$ cat config.mk
export PLATFORM = sky130hd
export DESIGN_NAME = issue_stage
export DESIGN_NICKNAME = d
export VERILOG_FILES = /design/src/common/backend_pkg.sv /design/src/design/issue_stage.sv
export SDC_FILE = /design/constraint.sdc
export NUM_CORES = 1
export LEC_CHECK = 0
export BUFFER_PORTS_ARGS = -buffer_cell sky130_fd_sc_hd__buf_2
export CAP_MARGIN = 20
export CORE_MARGIN = 5
export CORE_UTILIZATION = 28
export CTS_BUF_LIST = sky130_fd_sc_hd__clkbuf_8
export DETAILED_ROUTE_END_ITERATION = 6
export PLACE_DENSITY = 0.71
export SYNTH_ARGS = -nofsm -noshare
export SYNTH_HDL_FRONTEND = slang
export SYNTH_SLANG_ARGS = --single-unit
$ cat constraint.sdc
create_clock -name clk_i -period 18.4 [get_ports clk_i]
set_clock_uncertainty 0.15 [all_clocks]
set_input_delay 0.92 -clock clk_i [delete_from_list [all_inputs] [get_ports clk_i]]
set_output_delay 0.92 -clock clk_i [all_outputs]
set_load 0.01 [all_outputs]
$ cat src/common/backend_pkg.sv
package backend_pkg;

    // ============================================================
    // Widths and sizes
    // ============================================================

    localparam int XLEN       = 32;
    localparam int REG_ADDR_W = 5;
    localparam int ROB_DEPTH  = 8;
    localparam int TAG_W      = 3;
    localparam int MUL_STAGES = 3;

    typedef logic [XLEN-1:0]       data_word_t;
    typedef logic [REG_ADDR_W-1:0] reg_addr_t;
    typedef logic [TAG_W-1:0]      rob_tag_t;

    // ============================================================
    // Micro-op encodings
    // ============================================================

    typedef enum logic [2:0] {
        ALU_ADD = 3'd0,
        ALU_SUB = 3'd1,
        ALU_AND = 3'd2,
        ALU_OR  = 3'd3,
        ALU_XOR = 3'd4,
        ALU_SLL = 3'd5,
        ALU_SRL = 3'd6,
        ALU_SLT = 3'd7
    } alu_op_t;

    // Low half, signed high half, unsigned high half
    typedef enum logic [1:0] {
        MUL_LOW    = 2'd0,
        MUL_HIGH_S = 2'd1,
        MUL_HIGH_U = 2'd2
    } mul_op_t;

    typedef struct packed {
        logic    pad;
        alu_op_t op;
    } alu_uop_t;

    typedef struct packed {
        logic [1:0] pad;
        mul_op_t    op;
    } mul_uop_t;

    // One 4 bit word, read through the view that matches the unit select
    typedef union packed {
        alu_uop_t alu;
        mul_uop_t mul;
    } exu_uop_t;

    // ============================================================
    // Packets between the stages
    // ============================================================

    // Instruction as offered by the environment, unit 1 selects the multiplier
    typedef struct packed {
        logic                 unit;
        exu_uop_t             uop;
        reg_addr_t            reg_dest;
        reg_addr_t [1:0]      reg_src;
        logic                 imm_valid;
    } issue_packet_t;

    typedef struct packed {
        exu_uop_t        uop;
        data_word_t [1:0] operand;
        rob_tag_t        tag;
        reg_addr_t       reg_dest;
    } exec_packet_t;

    typedef struct packed {
        logic       valid;
        rob_tag_t   tag;
        reg_addr_t  reg_dest;
        data_word_t result;
    } result_packet_t;

    typedef struct packed {
        logic       hit;
        logic       pending;
        data_word_t data;
    } fwd_lookup_t;

    typedef struct packed {
        reg_addr_t  reg_dest;
        data_word_t result;
    } writeback_t;

endpackage : backend_pkg
$ cat src/design/issue_stage.sv
module issue_stage (
    input  logic                           clk_i,
    input  logic                           rst_n_i,
    input  logic                           issue_valid_i,
    input  backend_pkg::issue_packet_t     issue_i,
    input  backend_pkg::data_word_t [1:0]  operand_i,
    input  backend_pkg::data_word_t        imm_i,
    input  backend_pkg::fwd_lookup_t [1:0] fwd_i,
    input  logic                           rob_full_i,
    input  backend_pkg::rob_tag_t          alloc_tag_i,
    output logic                           stall_o,
    output logic                           alloc_o,
    output logic                           alu_valid_o,
    output logic                           mul_valid_o,
    output backend_pkg::exec_packet_t      exec_o
);

    import backend_pkg::*;

    data_word_t [1:0] operand_sel;
    logic             src0_wait;
    logic             src1_wait;
    logic             accept;

    // ============================================================
    // Operand resolution
    // ============================================================

    // A completed but unretired producer overrides the register file value
    assign operand_sel[0] = fwd_i[0].hit ? fwd_i[0].data : operand_i[0];

    // Source 1 may be replaced by the immediate, in which case its lookup is ignored
    always_comb begin : src1_select
        if (issue_i.imm_valid) begin
            operand_sel[1] = imm_i;
        end else if (fwd_i[1].hit) begin
            operand_sel[1] = fwd_i[1].data;
        end else begin
            operand_sel[1] = operand_i[1];
        end
    end : src1_select

    // ============================================================
    // Stall and acceptance
    // ============================================================

    // A producer that has not completed yet blocks the consumer
    assign src0_wait = fwd_i[0].pending;
    assign src1_wait = fwd_i[1].pending & ~issue_i.imm_valid;

    // Computed whether or not an instruction is offered
    assign stall_o = rob_full_i | src0_wait | src1_wait;

    assign accept  = issue_valid_i & ~stall_o;

    // The buffer takes the tail entry at the same edge the instruction is accepted
    assign alloc_o = accept;

    // ============================================================
    // Issue register
    // ============================================================

    always_ff @(posedge clk_i) begin : valid_reg
        if (!rst_n_i) begin
            alu_valid_o <= 1'b0;
            mul_valid_o <= 1'b0;
        end else begin
            alu_valid_o <= accept & ~issue_i.unit;
            mul_valid_o <= accept & issue_i.unit;
        end
    end : valid_reg

    // Payload only moves on acceptance, the strobes qualify it
    always_ff @(posedge clk_i) begin : exec_reg
        if (accept) begin
            exec_o.uop      <= issue_i.uop;
            exec_o.operand  <= operand_sel;
            exec_o.tag      <= alloc_tag_i;
            exec_o.reg_dest <= issue_i.reg_dest;
        end
    end : exec_reg

endmodule : issue_stage

Yosys cells after proc, flatten, opt, wreduce, memory -nomap -nowiden:

Cells that the tools add are included.

* output and inout bits: 80
* bits in registers: 78
* word-level logic and storage cells: 19

* bitwise logic cells: 9
* muxes and demuxes: 3

Operator list (number)
* $mux 32: 3
* $and 1x1->1: 4
* $not 1->1: 3
* $or 1x1->1: 2

Logic depth before layout (Yosys ltp):

* word-level depth: 6
* mapped depth: 4
* gate-level depth less buffers: 2

Least setup slack after synthesis:

Ideal clock, no wire load.

* path kind: input to output
* start: input fwd_i[32] in the netlist's numbering
* end: output alloc_o
* arrival time: 6.589 ns
* stages: 2
* data required time: 17.330 ns
* buffers on the path: 0
* setup slack: 10.741 ns
* path through: or2_1 > nor3_1

* word-level cells in the longest chain between the ends: 4

Ends and longest elaborated chain
* start, declared: RTL line issue_stage.sv:8 `input backend_pkg::fwd_lookup_t [1:0] fwd_i,`
* $or 1x1->1 (2 in a row): RTL line issue_stage.sv:52 `assign stall_o = rob_full_i | src0_wait | src1_wait;`
* $not 1->1: RTL line issue_stage.sv:54 `assign accept = issue_valid_i & ~stall_o;`
* $and 1x1->1: RTL line issue_stage.sv:54
* end, declared: RTL line issue_stage.sv:12 `output logic alloc_o,`

No other way between the ends.

Final worst setup path:

* start: input issue_i[0] in the netlist's numbering
* end: output alloc_o

* word-level cells in the longest chain between the ends: 5

Ends and longest elaborated chain
* start, declared: RTL line issue_stage.sv:5 `input backend_pkg::issue_packet_t issue_i,`
* $not 1->1: RTL line issue_stage.sv:49 `assign src1_wait = fwd_i[1].pending & ~issue_i.imm_valid;`
* $and 1x1->1: RTL line issue_stage.sv:49
* $or 1x1->1: RTL line issue_stage.sv:52
* $not 1->1: RTL line issue_stage.sv:54
* $and 1x1->1: RTL line issue_stage.sv:54

No other way between the ends.

==> metrics.txt <==
Initial Utilization=0.2860; first-pass GRT wire length=around 14000 µm; CP endpoint kind=output pin; Area growth syn-to-layout=42.85%; Die Wd=~120 µm; Yosys top cell area share=0.6298; Tcrit/Tclk final=0.2079; Final GP Congestion=about 0.77; via/cell ratio=4.243; Final Hold Violating Endpoints=0; total gr overflow=0; Psw=around 0.000091 W; WL per Instance=15.10 µm; worst-path maximum fanout=65; Net Sw Frac=0.2330; initial antenna violation count=0; clock network power share=0.319; commonest non-fill, non-tap cell in the layout=buf_2; top post-synthesis cells by area=edfxtp_1, mux2_4, mux2i_1; PortBufs=261; Setup Buffers After CTS=0; Post-Route Utilization=0.4085; static leakage=2.414 nW; post-synthesis instance total=230; CP Class=primary input to output pin; status=complete, no violations; CTS tree=built; antenna diode count=0; Seq cells post-synth=78; Fmax=261.4 MHz; Die Y=123.8 µm; post-DP HPWL=slightly above 8000 µm; Req. time, crit path=17.33 ns; Max-Cap Viols=0; clock tree buffer depth=2; Min-Delay Path Depth=1; io pins=272; number of global-route vias before repair=slightly below 3000; Mapped Avg Cell Area=15.75 µm²; Syn Std Cell Area=0.003623 mm²; pin count of the biggest net entering global routing=66; Net count, final=slightly below 700; Hold Crit Class=primary input to flip-flop; clock slew at reported path FFs=0.08 ns; # rows=just over 40; H-Tree Depth=3; fillers=around 1200; Final ANT Viol Nets=0; via count=approximately 2800; Least-Margin Pin Slew=1.024 ns; hold slack final=approximately 0.6 ns; Power Density=around 75 mW/mm²; Logic pwr share=0.152; Hold Startpoint=alloc_tag_i[0]; CP Launch Type=primary input; post-synthesis sequential area ratio=0.6409; RSZ-0062 raised after global routing=false; post-synthesis cell type count=18; GRT Total Usage=0.1235; final slew viol count=0; Worst Hold Path EP=exec_o[5]$_DFFE_PP_; clock sink total=78; # hold bufs at CTS=0; Syn Nets=422; DRT Pass-1 Iters=4; worst vdd ir=0.00004119 V; Worst Path Arrival=2.76 ns; max_slew headroom=0.3173; share of cells above drive strength 1=0.6296; setup violators final=0; most frequent cells in the layout=buf_2, edfxtp_1, nand2_1; Core Area=between 0.01 and 0.015 mm²; drt drc=0; total negative slack=0 ns; sequential power share=0.529; Post-Route WL=about 10000 µm; die area=about 0.015 mm²; clock root buffer=clkbuf_8; post_cts resized=0; min Tclk post-route=3.826 ns; Pint=0.0002993 W; Detailed Route Iter0 Violations=about 110; Ys Warns=0; Synth area leader=edfxtp_1; TritonCTS buffer count=9
-- final cells by class --
cell class,instances,area (µm²),share of cell area
tap,172,215.2,0.04158
sequential,78,2322,0.4486
clock buffer,9,123.9,0.02393
inverter,1,3.754,0.0007252
multi-input combinational,136,1125,0.2173
timing repair buffer,263,1321,0.2553
clock inverter,7,65.06,0.01257
-- logic make-up after synthesis --
logic type	Yosys count	share of synthesized area
simple gates	40	0.04593
flops	78	0.6409
mux	64	0.2189
compound gates	32	0.04420
buf+inv	16	0.05007
-- synthesized netlist by cell type (all sizes together) --
library cell  number
nand2b             1
nor4               2
mux2              32
dfxtp              2
o21ai             32
edfxtp            76
buf               15
or2                2
nor3               1
nor2b              1
inv                1
mux2i             32
nand2             33
-- power groups by stage --
stage               Sequential (W)  Clock (W)  Combinational (W)
global route              0.000207   0.000141          0.0000653
floorplan                 0.000216          0          0.0000276
detailed placement        0.000211          0          0.0000608
CTS                       0.000207   0.000133          0.0000609
finish                    0.000206   0.000124          0.0000595
global placement          0.000210          0          0.0000585
-- metal layers --
layer | wire, µm | track usage
met1 | 3498 | 0.1250
met2 | 5339 | 0.2264
met3 | 1007 | 0.03860
met4 | 209 | 0.06298
met5 | 0 | 0
-- sequential cells by signal (all words and copies together) (netlist names) --
name         count
exec_o          76
alu_valid_o      1
mul_valid_o      1
-- how the worst max path moves through the flow --
stage	startpoint	endpoint	slack [ns]	depth (start not counted)
final	issue_i[0]	alloc_o	14.57	5
after global routing	issue_i[0]	alloc_o	14.37	5
after CTS	issue_i[0]	alloc_o	14.50	5
after detailed placement	issue_i[0]	alloc_o	14.50	5
after global placement	issue_i[0]	alloc_o	14.56	5
after floorplan	fwd_i[32]	alloc_o	10.74	2
-- worst max-delay path, cell delays in order --
cell     delay (ns)
buf_2          0.76
nor2b_1        0.22
nor3_2         0.15
buf_4          0.44
buf_2          0.23
-- stage by stage --
stage | worst slack (ns) | cell area [µm²] | cells | power, W
CTS | 14.50 | 5176 | 666 | 0.0004003
detailed placement | 14.50 | 4987 | 650 | 0.0002714
floorplan | 10.74 | 3623 | 230 | 0.0002434
finish | 14.57 | 5176 | 666 | 0.0003903
global placement | 14.56 | 4987 | 650 | 0.0002688
global route | 14.37 | 5176 | 666 | 0.0004129
Note: power is estimated with default switching activity, not from simulation.
