==> src/common/backend_pkg.sv <==
package backend_pkg;

    // ============================================================
    // Widths and sizes
    // ============================================================

    localparam int XLEN       = 32;
    localparam int REG_ADDR_W = 5;
    localparam int ROB_DEPTH  = 8;
    localparam int TAG_W      = 3;
    localparam int MUL_STAGES = 3;

    typedef logic [XLEN-1:0]       data_word_t;
    typedef logic [REG_ADDR_W-1:0] reg_addr_t;
    typedef logic [TAG_W-1:0]      rob_tag_t;

    // ============================================================
    // Micro-op encodings
    // ============================================================

    typedef enum logic [2:0] {
        ALU_ADD = 3'd0,
        ALU_SUB = 3'd1,
        ALU_AND = 3'd2,
        ALU_OR  = 3'd3,
        ALU_XOR = 3'd4,
        ALU_SLL = 3'd5,
        ALU_SRL = 3'd6,
        ALU_SLT = 3'd7
    } alu_op_t;

    // Low half, signed high half, unsigned high half
    typedef enum logic [1:0] {
        MUL_LOW    = 2'd0,
        MUL_HIGH_S = 2'd1,
        MUL_HIGH_U = 2'd2
    } mul_op_t;

    typedef struct packed {
        logic    pad;
        alu_op_t op;
    } alu_uop_t;

    typedef struct packed {
        logic [1:0] pad;
        mul_op_t    op;
    } mul_uop_t;

    // One 4 bit word, read through the view that matches the unit select
    typedef union packed {
        alu_uop_t alu;
        mul_uop_t mul;
    } exu_uop_t;

    // ============================================================
    // Packets between the stages
    // ============================================================

    // Instruction as offered by the environment, unit 1 selects the multiplier
    typedef struct packed {
        logic                 unit;
        exu_uop_t             uop;
        reg_addr_t            reg_dest;
        reg_addr_t [1:0]      reg_src;
        logic                 imm_valid;
    } issue_packet_t;

    typedef struct packed {
        exu_uop_t        uop;
        data_word_t [1:0] operand;
        rob_tag_t        tag;
        reg_addr_t       reg_dest;
    } exec_packet_t;

    typedef struct packed {
        logic       valid;
        rob_tag_t   tag;
        reg_addr_t  reg_dest;
        data_word_t result;
    } result_packet_t;

    typedef struct packed {
        logic       hit;
        logic       pending;
        data_word_t data;
    } fwd_lookup_t;

    typedef struct packed {
        reg_addr_t  reg_dest;
        data_word_t result;
    } writeback_t;

endpackage : backend_pkg
==> src/execute/mul_unit.sv <==
module mul_unit (
    input  logic                        clk_i,
    input  logic                        rst_n_i,
    input  logic                        valid_i,
    input  backend_pkg::exec_packet_t   exec_i,
    output backend_pkg::result_packet_t result_o
);

    import backend_pkg::*;

    // Control that rides alongside the data through every stage
    typedef struct packed {
        rob_tag_t  tag;
        reg_addr_t reg_dest;
        mul_op_t   op;
    } mul_ctrl_t;

    logic [MUL_STAGES-1:0] valid_q;
    mul_ctrl_t             ctrl_q [MUL_STAGES];

    data_word_t            opa_q;
    data_word_t            opb_q;
    logic                  sign_ext;
    logic signed [63:0]    full_product;
    logic [63:0]           product_q;
    data_word_t            result_q;

    // ============================================================
    // Control pipeline
    // ============================================================

    always_ff @(posedge clk_i) begin : valid_pipe
        if (!rst_n_i) begin
            valid_q <= '0;
        end else begin
            valid_q <= {valid_q[MUL_STAGES-2:0], valid_i};
        end
    end : valid_pipe

    always_ff @(posedge clk_i) begin : ctrl_pipe
        ctrl_q[0] <= '{tag: exec_i.tag, reg_dest: exec_i.reg_dest, op: exec_i.uop.mul.op};
        for (int k = 1; k < MUL_STAGES; k++) begin
            ctrl_q[k] <= ctrl_q[k-1];
        end
    end : ctrl_pipe

    // ============================================================
    // Data pipeline
    // ============================================================

    // Only the signed high product treats the operands as two's complement
    assign sign_ext = (ctrl_q[0].op == MUL_HIGH_S);

    // Low 64 bits of the 33 bit extended product are exact for both signed and unsigned
    assign full_product = $signed({sign_ext & opa_q[XLEN-1], opa_q})
                        * $signed({sign_ext & opb_q[XLEN-1], opb_q});

    always_ff @(posedge clk_i) begin : data_pipe
        // Stage 1 captures the operands
        opa_q     <= exec_i.operand[0];
        opb_q     <= exec_i.operand[1];
        // Stage 2 holds the full product
        product_q <= full_product;
        // Stage 3 picks the half that was asked for
        if (ctrl_q[1].op == MUL_LOW) begin
            result_q <= product_q[XLEN-1:0];
        end else begin
            result_q <= product_q[63:XLEN];
        end
    end : data_pipe

    assign result_o = '{valid:    valid_q[MUL_STAGES-1],
                        tag:      ctrl_q[MUL_STAGES-1].tag,
                        reg_dest: ctrl_q[MUL_STAGES-1].reg_dest,
                        result:   result_q};

endmodule : mul_unit

==> config.mk <==
export PLATFORM = sky130hd
export DESIGN_NAME = mul_unit
export DESIGN_NICKNAME = d
export VERILOG_FILES = /design/src/common/backend_pkg.sv /design/src/execute/mul_unit.sv
export SDC_FILE = /design/constraint.sdc
export NUM_CORES = 2
export LEC_CHECK = 0
export BUFFER_PORTS_ARGS = -buffer_cell sky130_fd_sc_hd__buf_2
export CORE_MARGIN = 1
export CORE_UTILIZATION = 40
export CTS_CLUSTER_SIZE = 30
export DETAILED_ROUTE_END_ITERATION = 7
export PLACE_DENSITY_LB_ADDON = 0.25
export SETUP_SLACK_MARGIN = 0.5
export SYNTH_ARGS = -nofsm -noshare
export SYNTH_HDL_FRONTEND = slang
export SYNTH_SLANG_ARGS = --single-unit
==> constraint.sdc <==
create_clock -name clk_i -period 12.7 [get_ports clk_i]
set_input_delay 0.635 -clock clk_i [delete_from_list [all_inputs] [get_ports clk_i]]
set_output_delay 0.635 -clock clk_i [all_outputs]
set_load 0.02 [all_outputs]
# == Word-level counts from Yosys, hierarchy flattened ==
# Memories as Yosys holds them, arrays and structs flattened.
# Cells that the tools add are included.
# word_totals
reg_bits,163
ramBits,30
inputBits,79
output_inout_bits,41
elab_cells,12
mem_count,1
# classes
n_mul,1
eq_ne,1
mux,1
n_bitwise,2
reduce_logical,1
# mem_list
name,words,width,rd,rd_clocked_by_memory_dff,write_ports,line_no,text
ctrl_q,3,10,3,0,3,mul_unit.sv:19,mul_ctrl_t ctrl_q [MUL_STAGES];
# ops
op,n
multiplier 33 x 33 -> 64 bit,1
two-way mux 32 bit,1
bitwise AND 1 bit,2
equality test 2 x 1 -> 1 bit (second input constant),1
logical NOT 2 bit,1

# == Depth between registers and ports, before layout ==
# depth
ltp_word,3
mapped_depth,30

# == Least setup slack after synthesis ==
# Ideal clock, no wire load.
# synth_path
path_type,register -> register
start,memory ctrl_q[0][0] in the netlist's numbering
end,register product_q[63]
arrival_time_ps,7948
t_required_ps,12582
path_slack_ps,4634
path_stages_with_launch,29
synth_period_minus_slack_ps,8066
cell_sequence,dfxtp_1 nor2b_1 and2_0 clkbuf_1 nand2_1 inv_1 fa_1 fa_1 fa_1 inv_1 fa_1 inv_1 fa_1 fa_1 inv_1 fa_1 fa_1 inv_1 ha_1 clkbuf_1 nand4_1 or4_4 nor4_2 a21boi_2 nor3_1 o31a_1 o41a_1 o21ai_2 xnor2_1
# synth_rtl
element,line_no,text
from (decl),mul_unit.sv:19,
to (signal assigned),mul_unit.sv:63,product_q <= full_product;
to (decl),mul_unit.sv:25,logic [63:0] product_q;

==> reports/results.ini <==
[drt]
antenna_left=0
vias=28500
drt-vias-per-instance=4.90
drc_errors=0
drt_iter0_drc=1408
routed_wl_mm=105
dr.pass1.iters=5
wire_per_inst_um=18.0

[global_route]
grt_pass1_wl_mm=171
grt_pass1_vias=31100
grt_start_max_net_pins=51
grt_overflow=0
antenna_found_initial=3
grtUsageTotal_pct=20.8

[critical_path]
reg2regPathDepth=28
r2r_end=product_q[61]
critPathTopFamily=adder cells
path_class=flip-flop to flip-flop
path_buf_inv=7
r2r_slack_ps=3050
cp_slowest_stage_delay_ps=1120
cp-start-kind=flip-flop
r2r_start=ctrl_q[0][0]
crit_slowest_cell=fa_1
required_ps=13110
crit_path_max_fanout=20
end_kind=flip-flop
cp.arrival_ps=10060
crit_top_cell=fa_1

[job]
drv_cap=0

[min_path]
holdPathStages=1
hold_path_end=opb_q[23]
min_path_type=input pin to flip-flop
min-delay-start=exec_i[63]

[sta]
worstMarginPinSlew_ps=1060
slew_violations=0
min_period_ps=9650
fmax_mhz=104
period_share_pct=76.0
fin_skew_ps=26.0
tns_ps=0
slew_headroom_pct=29.1
finalHoldViolations=0
rsz0062_at_grt=no
setup_viol=0

[floorplanning]
die_y_um=326
die_w_um=326
num_rows=118
io-pin-count=120
core_um2=104000
start_util_pct=40.5
die-area_um2=106000

[final_layout]
n_antenna_cell=0
fillers=10300
layout_commonest_cell=inv_1
num-nets-final=5844
final_cell_mix=inv_1 (1194), fa_1 (1125), nand2_1 (820)
area_growth_pct=5.82
final_layout_size_suffix_gt1_share_pct=6.03

[clock_tree]
ctsResizeCount=0
cts_htree_levels=4
cts.clk_slew.worst_paths_ps=100
hold_buffers=0
clk_latency_ps=530
cts_buffers=17
cts_buffer_depth=2
post_cts_buffers=0
clock-sinks=191
clockRootBuffer=clkbuf_16
cts_tree=yes

[placed_design]
io_buffer_count=117
hpwl_mm=85.7
gp_congestion=0.895

[synthesis]
ys.flop_type=dfxtp_1
yosysUniqueCellTypes=55
yosysWarnings=0
syn_inst=4470
ys_ff_latch=191
syn-cell-area_um2=42100
synthArstFlopShare_pct=0
postSynthNetCount=5886
yosysSeqAreaShare_pct=9.09
synth-edff-count=0
syn_avg_cell_area_um2=9.41

[status]
status=completed

==> layout make-up <==
| type | count | area, um2 | area share (%) |
|---|---|---|---|
| clock buffer | 17 | 425 | 0.955 |
| tap | 1380 | 1730 | 3.88 |
| multi-input combinational | 2855 | 32900 | 73.8 |
| sequential | 191 | 3840 | 8.63 |
| timing repair buffer | 169 | 976 | 2.19 |
| inverter | 1194 | 4480 | 10.1 |
| clock inverter | 15 | 205 | 0.461 |
==> per-stage QoR <==
step / worst slack, ps / instances / area, um2 / utilization, % / hold slack (ps)
finish: 3050 / 5821 / 44500 / 42.8 / 191
global placement: 3190 / 5789 / 43900 / 42.2 / 310
global route: 2500 / 5821 / 44500 / 42.8 / 154
floorplan: 4630 / 4470 / 42100 / - / 310
CTS: 3030 / 5821 / 44500 / 42.8 / 138
detailed placement: 3090 / 5789 / 43900 / 42.2 / 312
==> synth_stat cells (2+ instances only) <==
cell | n | area share [%]
a211o_1 | 2 | 0.042
a211oi_1 | 7 | 0.12
a21o_1 | 32 | 0.57
a21oi_1 | 46 | 0.55
a221oi_1 | 5 | 0.10
a2bb2oi_1 | 2 | 0.042
a31oi_1 | 12 | 0.18
and2_1 | 264 | 3.9
and3_1 | 21 | 0.31
buf_4 | 11 | 0.20
clkbuf_1 | 218 | 1.9
dfxtp_1 | 191 | 9.1
fa_1 | 1125 | 54
ha_1 | 212 | 6.3
inv_1 | 1194 | 11
mux2_2 | 32 | 0.86
nand2_1 | 820 | 7.3
nand2b_1 | 2 | 0.030
nand3_1 | 18 | 0.21
nand4_1 | 8 | 0.12
nor2_1 | 65 | 0.58
nor2b_1 | 3 | 0.045
nor3_1 | 12 | 0.14
nor4_1 | 2 | 0.030
o2111ai_1 | 2 | 0.042
o211a_1 | 3 | 0.071
o211ai_1 | 6 | 0.11
o21a_1 | 7 | 0.12
o21ai_0 | 30 | 0.36
o21bai_1 | 4 | 0.071
o31ai_1 | 6 | 0.11
or2_2 | 7 | 0.10
or3_1 | 2 | 0.030
xnor2_1 | 57 | 1.2
xor2_1 | 22 | 0.46
==> logic make-up after synthesis <==
group	after synthesis	share of synthesized area, %
AND/OR/NAND/NOR	1230	13.0
flip-flops	191	9.09
buffers and inverters	1424	12.8
AO/OA/AOI/OAI	177	2.81
XOR/XNOR	79	1.64
adder cells (fa/ha/maj)	1337	59.8
multiplexers	32	0.856
==> worst max path at each step <==
stage | slack, ps | to | cells after the start | startpoint
floorplan | 4630 | product_q[63] | 28 | ctrl_q[0][0]
global placement | 3190 | product_q[61] | 28 | ctrl_q[0][0]
detailed placement | 3090 | product_q[61] | 28 | ctrl_q[0][0]
CTS | 3030 | product_q[61] | 28 | ctrl_q[0][0]
global route | 2500 | product_q[63] | 28 | ctrl_q[0][0]
finish | 3050 | product_q[61] | 28 | ctrl_q[0][0]
==> layer usage <==
metal | share of wire [%] | global-route usage (%)
met1 | 41 | 26.4
met2 | 52 | 37.0
met3 | 4.5 | 2.75
met4 | 2.4 | 5.76
met5 | 0 | 0
==> flip-flops by register name (all words and copies together), names as in the netlist <==
name / cells
ctrl_q: 28
opa_q: 32
opb_q: 32
product_q: 64
result_q: 32
valid_q: 3
Power is left out: the tool's default activity adds up to more than one toggle a clock period on the data nets, which glitch-free logic cannot reach.
