<file path="config.mk">
export PLATFORM = sky130hd
export DESIGN_NAME = alu_unit
export DESIGN_NICKNAME = d
export VERILOG_FILES = /design/src/common/backend_pkg.sv /design/src/execute/alu_unit.sv
export SDC_FILE = /design/constraint.sdc
export NUM_CORES = 1
export LEC_CHECK = 0
export BUFFER_PORTS_ARGS = -buffer_cell sky130_fd_sc_hd__buf_2
export CAP_MARGIN = 10
export CELL_PAD_IN_SITES_DETAIL_PLACEMENT = 1
export CELL_PAD_IN_SITES_GLOBAL_PLACEMENT = 1
export CORE_MARGIN = 2
export CORE_UTILIZATION = 48
export CTS_BUF_LIST = sky130_fd_sc_hd__clkbuf_4 sky130_fd_sc_hd__clkbuf_8
export CTS_CLUSTER_SIZE = 30
export DETAILED_ROUTE_END_ITERATION = 10
export PLACE_DENSITY = 0.95
export SYNTH_ARGS = -nofsm -noshare
export SYNTH_HDL_FRONTEND = slang
export SYNTH_SLANG_ARGS = --single-unit
</file>
<file path="constraint.sdc">
create_clock -name clk_i -period 7 [get_ports clk_i]
set_input_delay 1.4 -clock clk_i [delete_from_list [all_inputs] [get_ports clk_i]]
set_output_delay 1.4 -clock clk_i [all_outputs]
set_load 0.02 [all_outputs]
</file>
<file path="src/common/backend_pkg.sv">
package backend_pkg;

    // ============================================================
    // Widths and sizes
    // ============================================================

    localparam int XLEN       = 32;
    localparam int REG_ADDR_W = 5;
    localparam int ROB_DEPTH  = 8;
    localparam int TAG_W      = 3;
    localparam int MUL_STAGES = 3;

    typedef logic [XLEN-1:0]       data_word_t;
    typedef logic [REG_ADDR_W-1:0] reg_addr_t;
    typedef logic [TAG_W-1:0]      rob_tag_t;

    // ============================================================
    // Micro-op encodings
    // ============================================================

    typedef enum logic [2:0] {
        ALU_ADD = 3'd0,
        ALU_SUB = 3'd1,
        ALU_AND = 3'd2,
        ALU_OR  = 3'd3,
        ALU_XOR = 3'd4,
        ALU_SLL = 3'd5,
        ALU_SRL = 3'd6,
        ALU_SLT = 3'd7
    } alu_op_t;

    // Low half, signed high half, unsigned high half
    typedef enum logic [1:0] {
        MUL_LOW    = 2'd0,
        MUL_HIGH_S = 2'd1,
        MUL_HIGH_U = 2'd2
    } mul_op_t;

    typedef struct packed {
        logic    pad;
        alu_op_t op;
    } alu_uop_t;

    typedef struct packed {
        logic [1:0] pad;
        mul_op_t    op;
    } mul_uop_t;

    // One 4 bit word, read through the view that matches the unit select
    typedef union packed {
        alu_uop_t alu;
        mul_uop_t mul;
    } exu_uop_t;

    // ============================================================
    // Packets between the stages
    // ============================================================

    // Instruction as offered by the environment, unit 1 selects the multiplier
    typedef struct packed {
        logic                 unit;
        exu_uop_t             uop;
        reg_addr_t            reg_dest;
        reg_addr_t [1:0]      reg_src;
        logic                 imm_valid;
    } issue_packet_t;

    typedef struct packed {
        exu_uop_t        uop;
        data_word_t [1:0] operand;
        rob_tag_t        tag;
        reg_addr_t       reg_dest;
    } exec_packet_t;

    typedef struct packed {
        logic       valid;
        rob_tag_t   tag;
        reg_addr_t  reg_dest;
        data_word_t result;
    } result_packet_t;

    typedef struct packed {
        logic       hit;
        logic       pending;
        data_word_t data;
    } fwd_lookup_t;

    typedef struct packed {
        reg_addr_t  reg_dest;
        data_word_t result;
    } writeback_t;

endpackage : backend_pkg
</file>
<file path="src/execute/alu_unit.sv">
module alu_unit (
    input  logic                        clk_i,
    input  logic                        rst_n_i,
    input  logic                        valid_i,
    input  backend_pkg::exec_packet_t   exec_i,
    output backend_pkg::result_packet_t result_o
);

    import backend_pkg::*;

    data_word_t opa;
    data_word_t opb;
    data_word_t alu_result;
    logic       valid_q;
    rob_tag_t   tag_q;
    reg_addr_t  dest_q;
    data_word_t result_q;

    assign opa = exec_i.operand[0];
    assign opb = exec_i.operand[1];

    // The ALU view of the micro-op word selects the operation
    always_comb begin : compute
        case (exec_i.uop.alu.op)
            ALU_ADD: alu_result = opa + opb;
            ALU_SUB: alu_result = opa - opb;
            ALU_AND: alu_result = opa & opb;
            ALU_OR:  alu_result = opa | opb;
            ALU_XOR: alu_result = opa ^ opb;
            // Shift amount is the low 5 bits of the second operand
            ALU_SLL: alu_result = opa << opb[4:0];
            ALU_SRL: alu_result = opa >> opb[4:0];
            ALU_SLT: alu_result = {{(XLEN-1){1'b0}}, $signed(opa) < $signed(opb)};
            default: alu_result = opa + opb;
        endcase
    end : compute

    always_ff @(posedge clk_i) begin : valid_reg
        if (!rst_n_i) begin
            valid_q <= 1'b0;
        end else begin
            valid_q <= valid_i;
        end
    end : valid_reg

    // Tag and destination follow the result into the buffer
    always_ff @(posedge clk_i) begin : result_reg
        tag_q    <= exec_i.tag;
        dest_q   <= exec_i.reg_dest;
        result_q <= alu_result;
    end : result_reg

    assign result_o = '{valid: valid_q, tag: tag_q, reg_dest: dest_q, result: result_q};

endmodule : alu_unit

</file>
Yosys cells after proc, flatten, opt, wreduce, memory -nomap -nowiden:

Index checks and enable logic that the tools add are counted.

* bits in registers: 41
* input port bits: 79
* output and inout port bits: 41
* logic and storage cells: 21

* add/sub/neg operators: 2
* $lt $le $gt $ge: 1
* eq/ne operators: 7
* shift-type cells: 2
* multiplexer cells: 1
* bitwise gates (word level): 3
* reductions and logical operators: 1

Operator list (count)
* 32-bit one-hot mux with 8 select lines: 1
* 32-bit adder: 1
* 32-bit AND: 1
* 32-bit less-than comparator: 1
* 32-bit OR: 1
* 32-bit by 5-bit left shift with 32-bit output: 1
* 32-bit by 5-bit >> shifter with 32-bit output: 1
* 32-bit subtractor: 1
* 32-bit XOR: 1
* 3-bit == test (second input constant): 4
* 3-bit by 2-bit == test with 1-bit output (second input constant): 2
* 3-bit by 1-bit == test with 1-bit output (second input constant): 1
* 3-bit zero test: 1

Logic depth before layout (Yosys ltp):

* depth after elaboration: 2
* depth in mapped cells: 15
* mapped depth without buffers: 12

Worst setup path after synthesis:

OpenSTA, ideal clock, no wires.

* kind: input to register
* from: input port exec_i[42] (netlist bit)
* to: register result_q[26]
* library setup time: 0.120 ns
* arrival time: 4.512 ns
* data required time: 6.880 ns
* setup slack: 2.367 ns
* stages: 15
* buffers on the path: 4
* path through: inv_1 -> buf_2 -> buf_1 -> clkbuf_1 -> ha_1 -> buf_2 -> o21bai_2 -> a2111oi_2 -> o31ai_1 -> a221oi_4 -> o311ai_4 -> a21boi_2 -> o31ai_2 -> xnor2_1 -> o21ai_1

* longest elaborated chain between the ends: 2
* elaborated cells between the ends (all ways): 5
* classes of those cells: add/sub: 2; shift: 2; mux: 1

RTL lines
* start: declaration: line alu_unit.sv:5 `input backend_pkg::exec_packet_t exec_i,`
* 32-bit subtractor, or another cell as far along: line alu_unit.sv:26 `ALU_SUB: alu_result = opa - opb;`
* 32-bit one-hot mux with 8 select lines (*): line alu_unit.sv:24 `case (exec_i.uop.alu.op)`
* named net alu_result[26]: line alu_unit.sv:13 `data_word_t alu_result;`
* end signal: assignment: line alu_unit.sv:50 `result_q <= alu_result;`
* end: declaration: line alu_unit.sv:17 `data_word_t result_q;`

Mark *: on every way through the listed nets, which the timed path passes. The rest lies on a longest branch.
A chain may end at the register's enable or synchronous reset.

Final worst setup path:

* from: input port exec_i[40] (netlist bit)
* to: register result_q[30]

Same word-level chain as after synthesis.

==> metrics.md <==
| Metric | Value |
|---|---|
| Slowest cell delay on critical path | `between 0.4 and 0.5 ns` |
| Wirelength per Cell | `approximately 28 µm` |
| CTS tree | `built` |
| Rel. slew slack | `11.4%` |
| Violated checks | `design-rule violations` |
| # diodes | `0` |
| Final ANT Viol Nets | `0` |
| CP bufs+invs | `2` |
| P per Cell Area | `~140 nW/µm²` |
| CP arrival | `approximately 5.3 ns` |
| Adder-Cell Fraction of Synth Area | `approximately 14%` |
| Clock Power Share | `approximately a fifth` |
| CTS buffer count | `5` |
| Avg Cell Area, Syn | `a little over 7 µm²` |
| Vias | `10.8k` |
| Synth Area in Compound Gates | `roughly a third` |
| Die height | `~140 µm` |
| Synthesized area | `8900 µm²` |
| CP Launch Type | `input pin` |
| Net Sw Power | `699 µW` |
| Outcome | `finished, violations left` |
| Net Sw Frac | `~50%` |
| Minimum clock period after layout | `roughly 5.0 ns` |
| Yosys cell types | `between 80 and 90` |
| Lkg Pwr | `0.00427 µW` |
| Final Max Slew Viols | `0` |
| CP Capture Point | `result_q[30]$_DFF_P_` |
| CTS Buffer Depth | `2` |
| Area share of and/or/nand/nor cells after synthesis | `between 10% and 20%` |
| Seq/Total Area, Yosys | `about 9.2%` |
| Resized cells post-CTS | `0` |
| Syn. warnings | `0` |
| First-pass GRT wire length | `about 63,000 µm` |
| Post-synth top cells | `a21oi_1 (122), nor2_1 (118), o21ai_0 (102)` |
| Crit. Startpoint | `exec_i[40]` |
| Number of global-route vias before repair | `roughly 11k` |
| Fin crit share | `a little over 70%` |
| HP Class | `input pin to flip-flop` |
| Synth area leader | `ha_1` |
| Setup violators final | `0` |
| Clk sinks | `41` |
| Dpl ws | `about 1.8 ns` |
| Root buffer cell | `clkbuf_8` |
| Worst-Margin Slew | `around 1.3 ns` |
| Initial antenna violation count | `0` |
| # H-tree levels | `2` |
| Site Rows | `roughly 50` |
| Critical path cell sequence | `buf_4 -> ha_1 -> inv_1 -> fa_1 -> nand2b_1 -> a21oi_1 -> o21ai_0 -> a21boi_1 -> a41oi_1 -> nor4_1 -> o21ai_0 -> a2111o_1 -> nand3_1` |
| Achievable Freq | `0.201 GHz` |
| Synth top area share | `a little over an eighth` |
| Core ar. | `18,100 µm²` |
| Post-Synth XOR/XNOR Area | `around 2.5%` |
| First-pass DRT Iterations | `10` |
| Die ar. | `19,600 µm²` |
| Worst path slowest cell | `a2111o_1` |
| Delay-heaviest family, CP | `compound AO/OA/AOI/OAI gates` |
| Post-synth EDFFs | `0` |
| Ys flop type | `dfxtp_1` |
| RD Place Congestion | `just over 1` |
| Tot GR Track Use | `a little over two fifths` |
| Detailed Route WL | `approximately 42,000 µm` |
| DR iter-0 viols | `roughly 1.4k` |
| Ranking of synthesized cells by area | `ha_1 (14%), dfxtp_1 (9.2%), mux4_2 (8.1%), a21oi_1 (6.9%), o21ai_0 (5.7%)` |
| Setup ws final | `2.04 ns` |
| Synth Net Count | `approximately 1.4k` |
| Hold Startpoint | `exec_i[5]` |
| Most frequent cell after synthesis | `a21oi_1` |
| CP Max Fanout | `37` |
| Final net count | `between 1k and 1.5k` |
| Share of layout cells above drive strength 1 | `around 16%` |
| Critical path required time | `7.29 ns` |
| Clk pin slew, worst setup/hold paths | `0.11 ns` |
| Fin. Hold Viols | `0` |
| Maximum vdd ir drop | `122 µV` |
| Multiplexer area fraction after synthesis | `13.7%` |
| I/O pin count | `120` |
| Post-DP HPWL | `about 32,000 µm` |
| # DRC | `5` |
| Area growth syn-to-layout | `8.27%` |
| Async SR Flop Fraction | `0%` |
| Hold_buf cts | `0` |
| Grt total ovfl | `0` |
| Setup Fix Bufs, Post-CTS | `0` |
| Yosys reg bits | `41` |
| WS Path Type | `input pin to flip-flop` |
| Avg Vias per Cell | `7.12` |
| Sum Neg Setup Slack | `0 ns` |
| Chip width | `~140 µm` |
| Gate power share | `61.6%` |
| Port Buffer Count | `between 100 and 150` |
| Flop pwr share | `approximately a fifth` |
| CP Capture Type | `flip-flop` |
| RSZ-0062 raised after global routing | `false` |
| Main combinational cell family by area after synthesis | `compound AO/OA/AOI/OAI gates` |
| Cell mode on critical path | `o21ai_0` |
| Max cap viols | `0` |
| CP Depth | `13` |
| Largest net degree at the start of global routing | `approximately 70` |
| Initial core utilization | `between 40 and 50%` |
| Internal power | `between 600 and 700 µW` |
| Syn Inst Count | `1,233` |
per-stage QoR:
stage               power [µW]  utilization [%]  hold WS [ns]  instance area (µm²)  std cells
finish                    1400             53.3          1.15                 9630       1511
global route              1450             53.3          1.15                 9630       1511
CTS                       1360             53.3          1.15                 9630       1511
detailed placement        1100             52.5          1.50                 9500       1503
global placement          1080             52.5          1.50                 9500       1503
floorplan                  821                -          1.43                 8900       1233
kinds of logic after synthesis:
kind of cell,after synthesis
AOI/OAI and AO/OA,466
and+or+nand+nor,331
buffers and inverters,190
adders and majority gates,99
muxes,81
DFF,41
xor gates and xnor gates,25
layout make-up:
type,count,area (µm²)
multi-input combinational,1002,7320
fill,2431,8450
clock inverter,3,65.1
inverter,98,368
tap,229,287
sequential,41,821
timing repair buffer,133,706
clock buffer,5,68.8
registers in the layout, indices dropped and copies added (netlist names):
register and cells:
valid_q 1, dest_q 5, tag_q 3, result_q 32
cell usage in the layout (no fill, tap or decap), drive strengths merged, types with 14 or more instances in the layout:
cell type  synthesis  final
o211ai            14     14
a21o              16     16
xnor2             20     20
a211oi            15     15
nor3              22     22
a21oi            123    123
o22ai             30     30
o221ai            17     17
buf               42    133
mux4              32     32
nand2             89     89
nor2             118    118
a31oi             14     14
a22oi             29     29
a221oi            14     14
inv               97     97
dfxtp             41     41
o21bai            15     15
mux2i             40     40
nor2b             15     15
nand3             30     30
ha                97     97
o21ai            111    111
how the worst min path moves through the flow:
stage | end | slack (ns) | cells past startpoint
2_1_floorplan | dest_q[0]$_DFF_P_ | 1.43 | 0
3_3_place_gp | dest_q[2]$_DFF_P_ | 1.50 | 1
3_5_place_dp | dest_q[2]$_DFF_P_ | 1.50 | 1
4_1_cts | tag_q[0]$_DFF_P_ | 1.15 | 1
5_1_grt | dest_q[4]$_DFF_P_ | 1.15 | 1
6_report | tag_q[0]$_DFF_P_ | 1.15 | 1
power by group through the flow:
stage               Sequential (µW)  Clock [µW]  Combinational [µW]
floorplan                       322           0                 500
global placement                278           0                 800
detailed placement              280           0                 821
CTS                             275         261                 826
global route                    277         266                 907
finish                          275         261                 860
routing by layer:
| metal | wire length, µm | vias to the layer above | track usage [%] |
|---|---|---|---|
| met5 | 0 | - | 0 |
| met4 | 1830 | 0 | 16.5 |
| met3 | 5230 | 137 | 10.3 |
| met2 | 18000 | 705 | 62.9 |
| met1 | 16700 | 5262 | 57.1 |
| li1 | - | 4649 | - |
No activity file was read; power rests on OpenSTA's default activity.
